`config.mk`:
```
export PLATFORM = sky130hd
export DESIGN_NAME = tlb_ctrl_top
export DESIGN_NICKNAME = d
export VERILOG_FILES = /design/src/verilog/apb_pkg.sv /design/src/verilog/tlb_pkg.sv /design/src/verilog/tlb_apb_regs.sv /design/src/verilog/tlb_update.sv /design/src/verilog/tlb_lookup.sv /design/src/verilog/tlb_ctrl_top.sv
export VERILOG_INCLUDE_DIRS = /design/src /design/src/include
export SDC_FILE = /design/constraint.sdc
export NUM_CORES = 2
export LEC_CHECK = 0
export BUFFER_PORTS_ARGS = -buffer_cell sky130_fd_sc_hd__buf_2
export CORE_MARGIN = 2
export CORE_UTILIZATION = 55
export DETAILED_ROUTE_END_ITERATION = 6
export GPL_ROUTABILITY_DRIVEN = 0
export PLACE_DENSITY_LB_ADDON = 0.3
export SLEW_MARGIN = 20
export SYNTH_ARGS = -nofsm -noshare
export SYNTH_HDL_FRONTEND = slang
export SYNTH_SLANG_ARGS = --single-unit
```
`constraint.sdc`:
```
create_clock -name aclk -period 5.2 [get_ports aclk]
set_input_delay 0.52 -clock aclk [delete_from_list [all_inputs] [get_ports aclk]]
set_output_delay 0.52 -clock aclk [all_outputs]
set_load 0.03 [all_outputs]
```
`src/include/tlb_cfg.svh`:
```
// --------------------
// tlb geometry and address widths
// shared by the packages and the rtl
// --------------------

`ifndef TLB_CFG_SVH
`define TLB_CFG_SVH

// set index bits, 16 sets
`define TLB_ORDER 4
// ways per set
`define N_ASSOC 4

// 4k pages
`define PG_BITS 12
`define VADDR_BITS 32
`define PADDR_BITS 32
`define PID_BITS 6

// apb register address
`define APB_ADDR_BITS 4

// derived widths
`define VPN_BITS (`VADDR_BITS - `PG_BITS)
`define PFN_BITS (`PADDR_BITS - `PG_BITS)
`define TAG_BITS (`VPN_BITS - `TLB_ORDER)

`endif

```
`src/verilog/apb_pkg.sv`:
```
// --------------------
// apb bus types
// request, response and slave phase
// --------------------

`include "tlb_cfg.svh"

package apb_pkg;

  // data bus width, strobes are one per byte
  localparam int APB_DATA_BITS = 32;

  // master to slave
  typedef struct packed {
    logic                        psel;
    logic                        penable;
    logic                        pwrite;
    logic [`APB_ADDR_BITS-1:0]   paddr;
    logic [APB_DATA_BITS-1:0]    pwdata;
    logic [APB_DATA_BITS/8-1:0]  pstrb;
  } apb_req_t;

  // slave to master
  typedef struct packed {
    logic                        pready;
    logic [APB_DATA_BITS-1:0]    prdata;
    logic                        pslverr;
  } apb_rsp_t;

  // slave side view of the transfer
  typedef enum logic {
    APB_IDLE   = 1'b0,
    APB_ACCESS = 1'b1
  } apb_phase_e;

endpackage

```
`src/verilog/tlb_pkg.sv`:
```
// --------------------
// tlb types
// entries, sets, commit and lookup requests
// --------------------

`include "tlb_cfg.svh"

package tlb_pkg;

  // one translation
  typedef struct packed {
    logic                   valid;
    logic [`TAG_BITS-1:0]   tag;
    logic [`PID_BITS-1:0]   pid;
    logic [`PFN_BITS-1:0]   pfn;
  } tlb_entry_t;

  // all ways of one set, way 0 in the low bits
  typedef tlb_entry_t [`N_ASSOC-1:0] tlb_set_t;

  // commit opcode
  // write places or overwrites, inval clears a matching way
  typedef enum logic {
    TLB_OP_WRITE = 1'b0,
    TLB_OP_INVAL = 1'b1
  } tlb_op_e;

  // -------------------
  // register slave to store
  // -------------------
  typedef struct packed {
    logic                   valid;
    tlb_op_e                op;
    logic [`TLB_ORDER-1:0]  idx;
    logic [`TAG_BITS-1:0]   tag;
    logic [`PID_BITS-1:0]   pid;
    logic [`PFN_BITS-1:0]   pfn;
  } tlb_wr_req_t;

  // -------------------
  // lookup port
  // -------------------
  typedef struct packed {
    logic                    valid;
    logic [`VADDR_BITS-1:0]  vaddr;
    logic [`PID_BITS-1:0]    pid;
  } tlb_lkp_req_t;

  // paddr is zero on a miss
  typedef struct packed {
    logic                    valid;
    logic                    hit;
    logic [`PADDR_BITS-1:0]  paddr;
  } tlb_lkp_rsp_t;

endpackage

```
`src/verilog/tlb_apb_regs.sv`:
```
// --------------------
// apb register slave for tlb programming
// vpn and pfn staging registers plus a commit counter
// a write to the pfn register issues one commit
// --------------------

`timescale 1ns/1ps

`include "tlb_cfg.svh"

module tlb_apb_regs (
  input  logic                   aclk,
  input  logic                   aresetn,
  input  apb_pkg::apb_req_t      apb_req,
  output apb_pkg::apb_rsp_t      apb_rsp,
  output tlb_pkg::tlb_wr_req_t   wr_req
);

  import apb_pkg::*;
  import tlb_pkg::*;

  // register map, byte addresses
  localparam logic [`APB_ADDR_BITS-1:0] REG_VPN  = 'h0;
  localparam logic [`APB_ADDR_BITS-1:0] REG_PFN  = 'h4;
  localparam logic [`APB_ADDR_BITS-1:0] REG_STAT = 'h8;

  localparam int N_BYTES   = APB_DATA_BITS / 8;
  localparam int CNT_BITS  = 16;
  // valid flag in the vpn register
  localparam int VALID_BIT = 31;

  apb_phase_e                phase_q;
  logic                      acc;
  logic                      dec_err;
  logic [APB_DATA_BITS-1:0]  rdata;
  logic [APB_DATA_BITS-1:0]  vpn_reg;
  logic [APB_DATA_BITS-1:0]  pfn_reg;
  logic [CNT_BITS-1:0]       commit_cnt;
  logic                      commit_pend;
  logic [`VPN_BITS-1:0]      vpn;

  // --------------------
  // phase tracking
  // --------------------
  // setup cycle arms the access phase
  always_ff @(posedge aclk)
  begin
    if (!aresetn)
      phase_q <= APB_IDLE;
    else if (apb_req.psel && !apb_req.penable)
      phase_q <= APB_ACCESS;
    else
      phase_q <= APB_IDLE;
  end

  assign acc = apb_req.psel && apb_req.penable && (phase_q == APB_ACCESS);

  // --------------------
  // read decode and error flag
  // --------------------
  always_comb
  begin
    rdata   = '0;
    dec_err = 1'b0;
    case (apb_req.paddr)
      REG_VPN:  rdata = vpn_reg;
      REG_PFN:  rdata = pfn_reg;
      REG_STAT:
      begin
        rdata   = {{(APB_DATA_BITS-CNT_BITS){1'b0}}, commit_cnt};
        // status is read only
        dec_err = apb_req.pwrite;
      end
      default:  dec_err = 1'b1;
    endcase
  end

  // no wait states
  assign apb_rsp.pready  = 1'b1;
  assign apb_rsp.prdata  = rdata;
  assign apb_rsp.pslverr = acc && dec_err;

  // --------------------
  // staging registers
  // --------------------
  always_ff @(posedge aclk)
  begin
    if (!aresetn)
    begin
      vpn_reg     <= '0;
      pfn_reg     <= '0;
      commit_pend <= 1'b0;
    end
    else
    begin
      commit_pend <= 1'b0;
      if (acc && apb_req.pwrite && !dec_err)
      begin
        for (int i = 0; i < N_BYTES; i++)
        begin
          if (apb_req.pstrb[i])
          begin
            if (apb_req.paddr == REG_VPN)
              vpn_reg[i*8 +: 8] <= apb_req.pwdata[i*8 +: 8];
            else
              pfn_reg[i*8 +: 8] <= apb_req.pwdata[i*8 +: 8];
          end
        end
        // any strobed pfn write commits
        if (apb_req.paddr == REG_PFN && |apb_req.pstrb)
          commit_pend <= 1'b1;
      end
    end
  end

  // --------------------
  // commit request
  // --------------------
  assign vpn = vpn_reg[`VPN_BITS-1:0];

  // built one cycle later, from the updated registers
  always_ff @(posedge aclk)
  begin
    if (!aresetn)
    begin
      wr_req     <= '0;
      commit_cnt <= '0;
    end
    else
    begin
      wr_req.valid <= commit_pend;
      if (commit_pend)
      begin
        wr_req.op  <= vpn_reg[VALID_BIT] ? TLB_OP_WRITE : TLB_OP_INVAL;
        // low vpn bits pick the set, the rest is the tag
        wr_req.idx <= vpn[`TLB_ORDER-1:0];
        wr_req.tag <= vpn[`VPN_BITS-1:`TLB_ORDER];
        wr_req.pid <= vpn_reg[`VPN_BITS +: `PID_BITS];
        wr_req.pfn <= pfn_reg[`PFN_BITS-1:0];
        commit_cnt <= commit_cnt + 1'b1;
      end
    end
  end

endmodule

```
`src/verilog/tlb_update.sv`:
```
// --------------------
// set associative tlb store
// places commits by hit, first invalid, then round robin victim
// combinational read port for the lookup
// --------------------

`timescale 1ns/1ps

`include "tlb_cfg.svh"

module tlb_update (
  input  logic                   aclk,
  input  logic                   aresetn,
  input  tlb_pkg::tlb_wr_req_t   wr_req,
  input  logic [`TLB_ORDER-1:0]  rd_index,
  output tlb_pkg::tlb_set_t      rd_set
);

  import tlb_pkg::*;

  localparam int N_SETS   = 1 << `TLB_ORDER;
  // way pointer width, assumes more than one way
  localparam int WAY_BITS = $clog2(`N_ASSOC);

  tlb_set_t             sets    [N_SETS];
  logic [WAY_BITS-1:0]  vic_ptr [N_SETS];

  tlb_set_t             cur_set;
  tlb_entry_t           new_entry;
  logic                 hit_any;
  logic                 inv_any;
  logic [WAY_BITS-1:0]  hit_way;
  logic [WAY_BITS-1:0]  inv_way;
  logic [WAY_BITS-1:0]  sel_way;

  // --------------------
  // way selection
  // --------------------
  assign cur_set = sets[wr_req.idx];

  // descending scan so the lowest way wins
  always_comb
  begin
    hit_any = 1'b0;
    inv_any = 1'b0;
    hit_way = '0;
    inv_way = '0;
    for (int w = `N_ASSOC-1; w >= 0; w--)
    begin
      if (cur_set[w].valid && cur_set[w].tag == wr_req.tag && cur_set[w].pid == wr_req.pid)
      begin
        hit_any = 1'b1;
        hit_way = WAY_BITS'(w);
      end
      if (!cur_set[w].valid)
      begin
        inv_any = 1'b1;
        inv_way = WAY_BITS'(w);
      end
    end
    // hit first, then invalid, then victim
    if (hit_any)
      sel_way = hit_way;
    else if (inv_any)
      sel_way = inv_way;
    else
      sel_way = vic_ptr[wr_req.idx];
  end

  assign new_entry = '{valid: 1'b1, tag: wr_req.tag, pid: wr_req.pid, pfn: wr_req.pfn};

  // --------------------
  // array update
  // --------------------
  always_ff @(posedge aclk)
  begin
    if (!aresetn)
    begin
      for (int s = 0; s < N_SETS; s++)
      begin
        vic_ptr[s] <= '0;
        for (int w = 0; w < `N_ASSOC; w++)
          sets[s][w].valid <= 1'b0;
      end
    end
    else if (wr_req.valid)
    begin
      if (wr_req.op == TLB_OP_WRITE)
      begin
        sets[wr_req.idx][sel_way] <= new_entry;
        // set full and no match, victim used so move on
        if (!hit_any && !inv_any)
        begin
          if (vic_ptr[wr_req.idx] == WAY_BITS'(`N_ASSOC-1))
            vic_ptr[wr_req.idx] <= '0;
          else
            vic_ptr[wr_req.idx] <= vic_ptr[wr_req.idx] + 1'b1;
        end
      end
      else if (hit_any)
      begin
        // invalidate, no match means no change
        sets[wr_req.idx][hit_way].valid <= 1'b0;
      end
    end
  end

  // read port for the lookup
  assign rd_set = sets[rd_index];

endmodule

```
`src/verilog/tlb_lookup.sv`:
```
// --------------------
// tlb lookup
// parallel tag and pid compare over one set
// registered translation, one cycle latency
// --------------------

`timescale 1ns/1ps

`include "tlb_cfg.svh"

module tlb_lookup (
  input  logic                   aclk,
  input  logic                   aresetn,
  input  tlb_pkg::tlb_lkp_req_t  lkp_req,
  input  tlb_pkg::tlb_set_t      rd_set,
  output logic [`TLB_ORDER-1:0]  rd_index,
  output tlb_pkg::tlb_lkp_rsp_t  lkp_rsp
);

  import tlb_pkg::*;

  logic [`PG_BITS-1:0]     offset;
  logic [`TAG_BITS-1:0]    tag;
  logic                    hit;
  logic [`PFN_BITS-1:0]    hit_pfn;
  logic [`PADDR_BITS-1:0]  paddr;

  // --------------------
  // vaddr split
  // --------------------
  // offset | index | tag, from the low end
  assign offset   = lkp_req.vaddr[`PG_BITS-1:0];
  assign rd_index = lkp_req.vaddr[`PG_BITS +: `TLB_ORDER];
  assign tag      = lkp_req.vaddr[`VADDR_BITS-1 -: `TAG_BITS];

  // --------------------
  // compare all ways
  // --------------------
  // at most one way matches, store dedups on write
  always_comb
  begin
    hit     = 1'b0;
    hit_pfn = '0;
    for (int w = 0; w < `N_ASSOC; w++)
    begin
      if (rd_set[w].valid && rd_set[w].tag == tag && rd_set[w].pid == lkp_req.pid)
      begin
        hit     = 1'b1;
        hit_pfn = rd_set[w].pfn;
      end
    end
  end

  // zero address on a miss
  assign paddr = hit ? {hit_pfn, offset} : '0;

  // response register
  always_ff @(posedge aclk)
  begin
    if (!aresetn)
    begin
      lkp_rsp <= '0;
    end
    else
    begin
      lkp_rsp.valid <= lkp_req.valid;
      lkp_rsp.hit   <= hit;
      lkp_rsp.paddr <= paddr;
    end
  end

endmodule

```
`src/verilog/tlb_ctrl_top.sv`:
```
// --------------------
// tlb control top
// apb slave, entry store and lookup
// --------------------

`timescale 1ns/1ps

`include "tlb_cfg.svh"

module tlb_ctrl_top (
  input  logic                   aclk,
  input  logic                   aresetn,
  input  apb_pkg::apb_req_t      apb_req,
  output apb_pkg::apb_rsp_t      apb_rsp,
  input  tlb_pkg::tlb_lkp_req_t  lkp_req,
  output tlb_pkg::tlb_lkp_rsp_t  lkp_rsp
);

  import tlb_pkg::*;

  // commit path
  tlb_wr_req_t            wr_req;
  // read port, lookup to store
  logic [`TLB_ORDER-1:0]  rd_index;
  tlb_set_t               rd_set;

  // register slave, decodes apb into commits
  tlb_apb_regs u_tlb_apb_regs (
    .aclk     (aclk),
    .aresetn  (aresetn),
    .apb_req  (apb_req),
    .apb_rsp  (apb_rsp),
    .wr_req   (wr_req)
  );

  // entry array and replacement
  tlb_update u_tlb_update (
    .aclk     (aclk),
    .aresetn  (aresetn),
    .wr_req   (wr_req),
    .rd_index (rd_index),
    .rd_set   (rd_set)
  );

  // translation
  tlb_lookup u_tlb_lookup (
    .aclk     (aclk),
    .aresetn  (aresetn),
    .lkp_req  (lkp_req),
    .rd_set   (rd_set),
    .rd_index (rd_index),
    .lkp_rsp  (lkp_rsp)
  );

endmodule

```
After elaboration in Yosys (flattened, before gate mapping)
Memory sizes are Yosys's and may differ from the RTL's. A register that Yosys moved wholly into a read port is not among the register bits. Cells that the tools add are included.

Equal/unequal tests: 19. Bitwise operators: 174. Reduce and logical (&&, ||, !) cells: 45. Mux-type cells: 240. Add/subtract/negate cells: 2. Magnitude comparators: 4.

Operators by type and width (number): 2-to-1 mux 172 bit (4); 2-to-1 mux 1 bit (208); bitwise OR 1 bit (173); demux 43 bit (select 2 bit) (2); OR reduction 172 bit (1); equality test 16 bit (8); case mux 32 bit (3 select lines) (1); 2-to-1 mux 43 bit (2); 2-to-1 mux 20 bit (4); equality test 6 bit (8); logical AND 1 bit (26); 2-to-1 mux 2 bit (12); 2-to-1 mux 4 bit (6); AND reduction 3 bit (8); adder 16 x 1 -> 16 bit (second input constant) (1); < comparator 2 x 3 -> 1 bit (second input constant) (2); equality test 4 x 3 -> 1 bit (second input constant) (1); equality test 4 bit (second input constant) (1); greater-or-equal comparator 2 x 1 -> 1 bit (second input constant) (2); zero test 1 bit (4); zero test 4 bit (1); AND reduction 2 bit (2); OR reduction 2 bit (2); OR reduction 4 bit (1); 4 further kinds (4).

Memories kept: 2. Register bits after elaboration: 164. Logic and storage cells: 506. Bits in writable memories: 2784.

Memory list: u_tlb_update.sets (depth 16, bits a word 172, rd ports 2, clocked after Yosys merged registers in 1, wr ports 16, line tlb_update.sv:25) `tlb_set_t sets [N_SETS];`; u_tlb_update.vic_ptr (depth 16, bits a word 2, rd ports 1, clocked after Yosys merged registers in 1, wr ports 16, line tlb_update.sv:26) `logic [WAY_BITS-1:0] vic_ptr [N_SETS];`.

Depth between registers and ports, before layout
Depth after elaboration: 17. Depth in mapped cells: 19.

Hierarchy
From an unflattened synthesis, not the netlist that was laid out.

Cell total of the unflattened synthesis: 6438. Area total of the unflattened synthesis: 128779.8 um^2.

Modules (own cells, without submodules): tlb_update (cells an instance 5522, seq. area each 82959.6 um^2, area an instance 120376.7 um^2, instances 1); tlb_apb_regs (cells an instance 592, seq. area each 2602.5 um^2, area an instance 5570.3 um^2, instances 1); tlb_lookup (cells an instance 324, seq. area each 680.7 um^2, area an instance 2832.7 um^2, instances 1).

Least setup slack after synthesis
Ideal clock, no wire load.

Path kind: register to register. From: register u_tlb_apb_regs.wr_req[38] (netlist name). To: memory u_tlb_update.sets[15][43] (netlist name), enable pin. Data required time: 4.758 ns. Slack: -0.506 ns. Path buffers: 3. Clock period less this slack: 5.706 ns. Cell stages (with the launch flop): 13. Arrival: 5.264 ns. Cells stage by stage: dfxtp_1 clkbuf_1 inv_2 a22o_1 a211oi_1 nand4_1 or4_1 nor4b_4 a31o_2 nand2b_1 buf_4 buf_6 nor2_1.

RTL lines (line): end: declaration (tlb_update.sv:25).

==> flow_summary.yaml <==
outcome:
  outcome: "finished, violations left"
  violations: "design-rule violations"
sta:
  fin_crit_sh_pct: 98.2
  fmax_mhz: 196
  finalSetupViolCount: 0
  grt_setup_unrepaired: "no"
  worst_slack_ns: 0.0943
  finClkSkew_ns: 0.0699
  period_needed_ns: 5.11
  hold_viol_final: 0
  final_max_slew_viol_count: 0
  relSlewSlack_pct: 23.2
  worst_pin_slew_ns: 1.15
route:
  drtIter0Drc: 14247
  wl_per_cell_um: 37.7
  detail_route.wirelength_um: 420000
  dr.pass1.iters: 7
  ant_nets: 0
  vias: 79799
  drc: 1
  via_per_inst: 7.16
clock_network:
  htreeDepth: 5
  root_buffer: "clkbuf_16"
  cts_buffers: 313
  cts.clk_slew.worst_paths_ns: 0.06
  cts_buffer_depth: 4
  clkSinkCount: 2952
  clk_latency_ns: 0.99
  cts_tree: "yes"
min_path:
  hold_path_depth: 4
  hold_start: "apb_req[2]"
  min_to: "u_tlb_apb_regs.pfn_reg[21]"
  hold_class: "primary input to register"
floorplan:
  core_um2: 235000
  die_w_um: 490
  dieHeight_um: 490
  rows: 178
  start_util_pct: 55.3
  io_pins: 152
  die_area_um2: 240000
job:
  drv_cap: 0
yosys:
  syn_nets: 7286
  synthDistinctLibCells: 101
  syn_inst: 7200
  synth_edf_count: 2720
  seq_area_frac_synth_pct: 66.4
  ys_seq_elements: 2952
  synth.area.top_cells: "edfxtp_1 (63%), mux4_2 (16%), mux2i_1 (4.2%)"
  synth_area_per_cell_um2: 18.1
  syn_area_um2: 130000
  synth_flop_cell: "edfxtp_1"
  async_flop_share_pct: 0
  yosys_warnings: 0
  synth_top_area_cell: "edfxtp_1"
  yosysTopAreaCellShare_pct: 62.8
worst_setup_path:
  worst_ep_arrival_time_ns: 5.70
  cp-start-kind: "register"
  r2r_cells: 14
  endpoint_kind: "register"
  r2r_slack_ns: 0.09
  critPathKind: "register to register"
  r2r-end: "u_tlb_update.sets[8][21]"
  crit_path_max_fanout: 32
  cp_data_required_time_ns: 5.80
global_route:
  busiest_layer: "met2"
  grt-ovfl-total: 0
  grt_use_met3_pct: 9.01
  grt_antenna_before_repair: 9
  grt_usage_pct: 34.4
  grt_pass1_wl_um: 586000
  met1_usage_pct: 45.4
  grt_use_met2_pct: 51.6
  grt_pass1_vias: 77996
  grt_max_degree: 136
finish:
  drive_gt1_share_pct: 28.8
  areaGrowthSynthToFinish_pct: 14.8
  reg_top3: "u_tlb_update.sets: 2752 flops, u_tlb_apb_regs.wr_req: 48 flops, u_tlb_lookup.lkp_rsp: 34 flops"
  fin_nets: 7836
  filler_cell_count: 15781
  largest_register: "u_tlb_update.sets"
  final_cell_area_um2: 149000
  largest_register_ffs: 2752
placed_design:
  port_buffers: 150
  dp_hpwl_um: 270000
  place_area_um2: 139000
  dp_slack_ns: 0.0319
power:
  peakVddDrop_mv: 0.408
  powerDensity_nw_per_um2: 330
  power_leakage_uw: 0.0486
where the power goes:
group	internal [uW]	switching [uW]
logic	833	1150
registers	25500	4.84
clock network	12700	9090
total	39100	10200
cells in the final DEF (no fill, tap or decap), types with 64 or more instances in the layout:
master / netlist / layout
a22oi_1: 132 / 132
a21oi_1: 96 / 96
a21boi_0: 74 / 74
mux4_2: 945 / 945
and2_1: 64 / 64
xor2_1: 76 / 76
buf_12: 2 / 191
nor2b_1: 103 / 95
nand2_1: 416 / 416
clkbuf_16: 0 / 321
buf_4: 96 / 353
clkinv_1: 0 / 65
nor2_1: 209 / 161
dfxtp_1: 232 / 185
edfxtp_1: 2720 / 2720
buf_2: 152 / 146
mux2i_1: 541 / 541
o21ai_0: 112 / 112
xnor2_1: 124 / 124
per-layer routing:
layer  wire, um  vias to the layer above
li1           -                    30729
met1     144000                    40803
met2     188000                     6854
met3      54600                     1403
met4      32300                       10
met5         65                        -
through the flow:
stage | total power (uW) | utilization [%] | TNS, ns | hold WS, ns | std cells
after floorplan | 27300 | - | -227.74 | 0.440 | 7200
after global placement | 27900 | 59.0 | -317.13 | 0.449 | 10518
after detailed placement | 27900 | 59.0 | 0 | 0.457 | 10520
after CTS | 49400 | 63.4 | 0 | 0.0663 | 11119
after global routing | 50400 | 63.5 | 0 | 0.122 | 11133
final | 49300 | 63.5 | 0 | 0.122 | 11139
worst max-delay path by stage:
stage               depth (start not counted)                 startpoint                        end
finish                                     14                   register   u_tlb_update.sets[8][21]
global route                               14                   register   u_tlb_update.sets[8][21]
CTS                                        14                   register   u_tlb_update.sets[8][35]
detailed placement                         14                   register   u_tlb_update.sets[8][22]
global placement                           12                   register   u_tlb_update.sets[8][26]
floorplan                                  12  u_tlb_apb_regs.wr_req[38]  u_tlb_update.sets[15][43]
final cells by class:
type	count	area (um^2)	share of cell area, %
sequential	2952	86400	57.9
multi-input combinational	3701	41200	27.6
clock buffer	403	8530	5.71
timing repair buffer	748	7810	5.23
tap	3150	3940	2.64
clock inverter	143	1310	0.878
inverter	34	138	0.0922
antenna	8	20.0	0.0134
synthesized netlist by cell type, types with 56 or more instances:
cell type	count
a21boi_0	74
a21oi_1	96
a22oi_1	132
and2_1	64
and3_1	56
buf_2	152
buf_4	96
clkbuf_1	173
dfxtp_1	232
edfxtp_1	2720
mux2_2	60
mux2i_1	541
mux4_2	945
nand2_1	416
nand3_1	56
nor2_1	209
nor2b_1	103
o21ai_0	112
xnor2_1	124
xor2_1	76
repair_timing:
item	CTS	global route
gates resized for setup	0	1
setup buffers	1	12
hold endpoints to repair	112	0
hold buffers	52	0
endpoints found under the setup margin	202	746
cell families after synthesis:
kind of cell               synth area share [%]
buffers and inverters                      2.26
xor gates and xnor gates                   1.35
muxes                                      21.1
and+or+nand+nor                            4.33
adders and majority gates                0.0192
AOI/OAI and AO/OA                          4.52
other                                   0.00288
DFF                                        66.4
critical path, cell delays in order (launching register included):
cell      delay (ns)
dfxtp_4         0.83
buf_4           0.33
mux4_2          0.54
a22o_1          0.25
a221oi_1        0.41
xor2_1          0.29
nand4_1         0.14
or4_1           0.57
buf_4           0.22
nor2_1          0.21
a31oi_4         0.06
buf_12          0.18
buf_4           0.17
nor2_4          0.14
buf_12          0.31
Power figures use the tool's default switching activity.
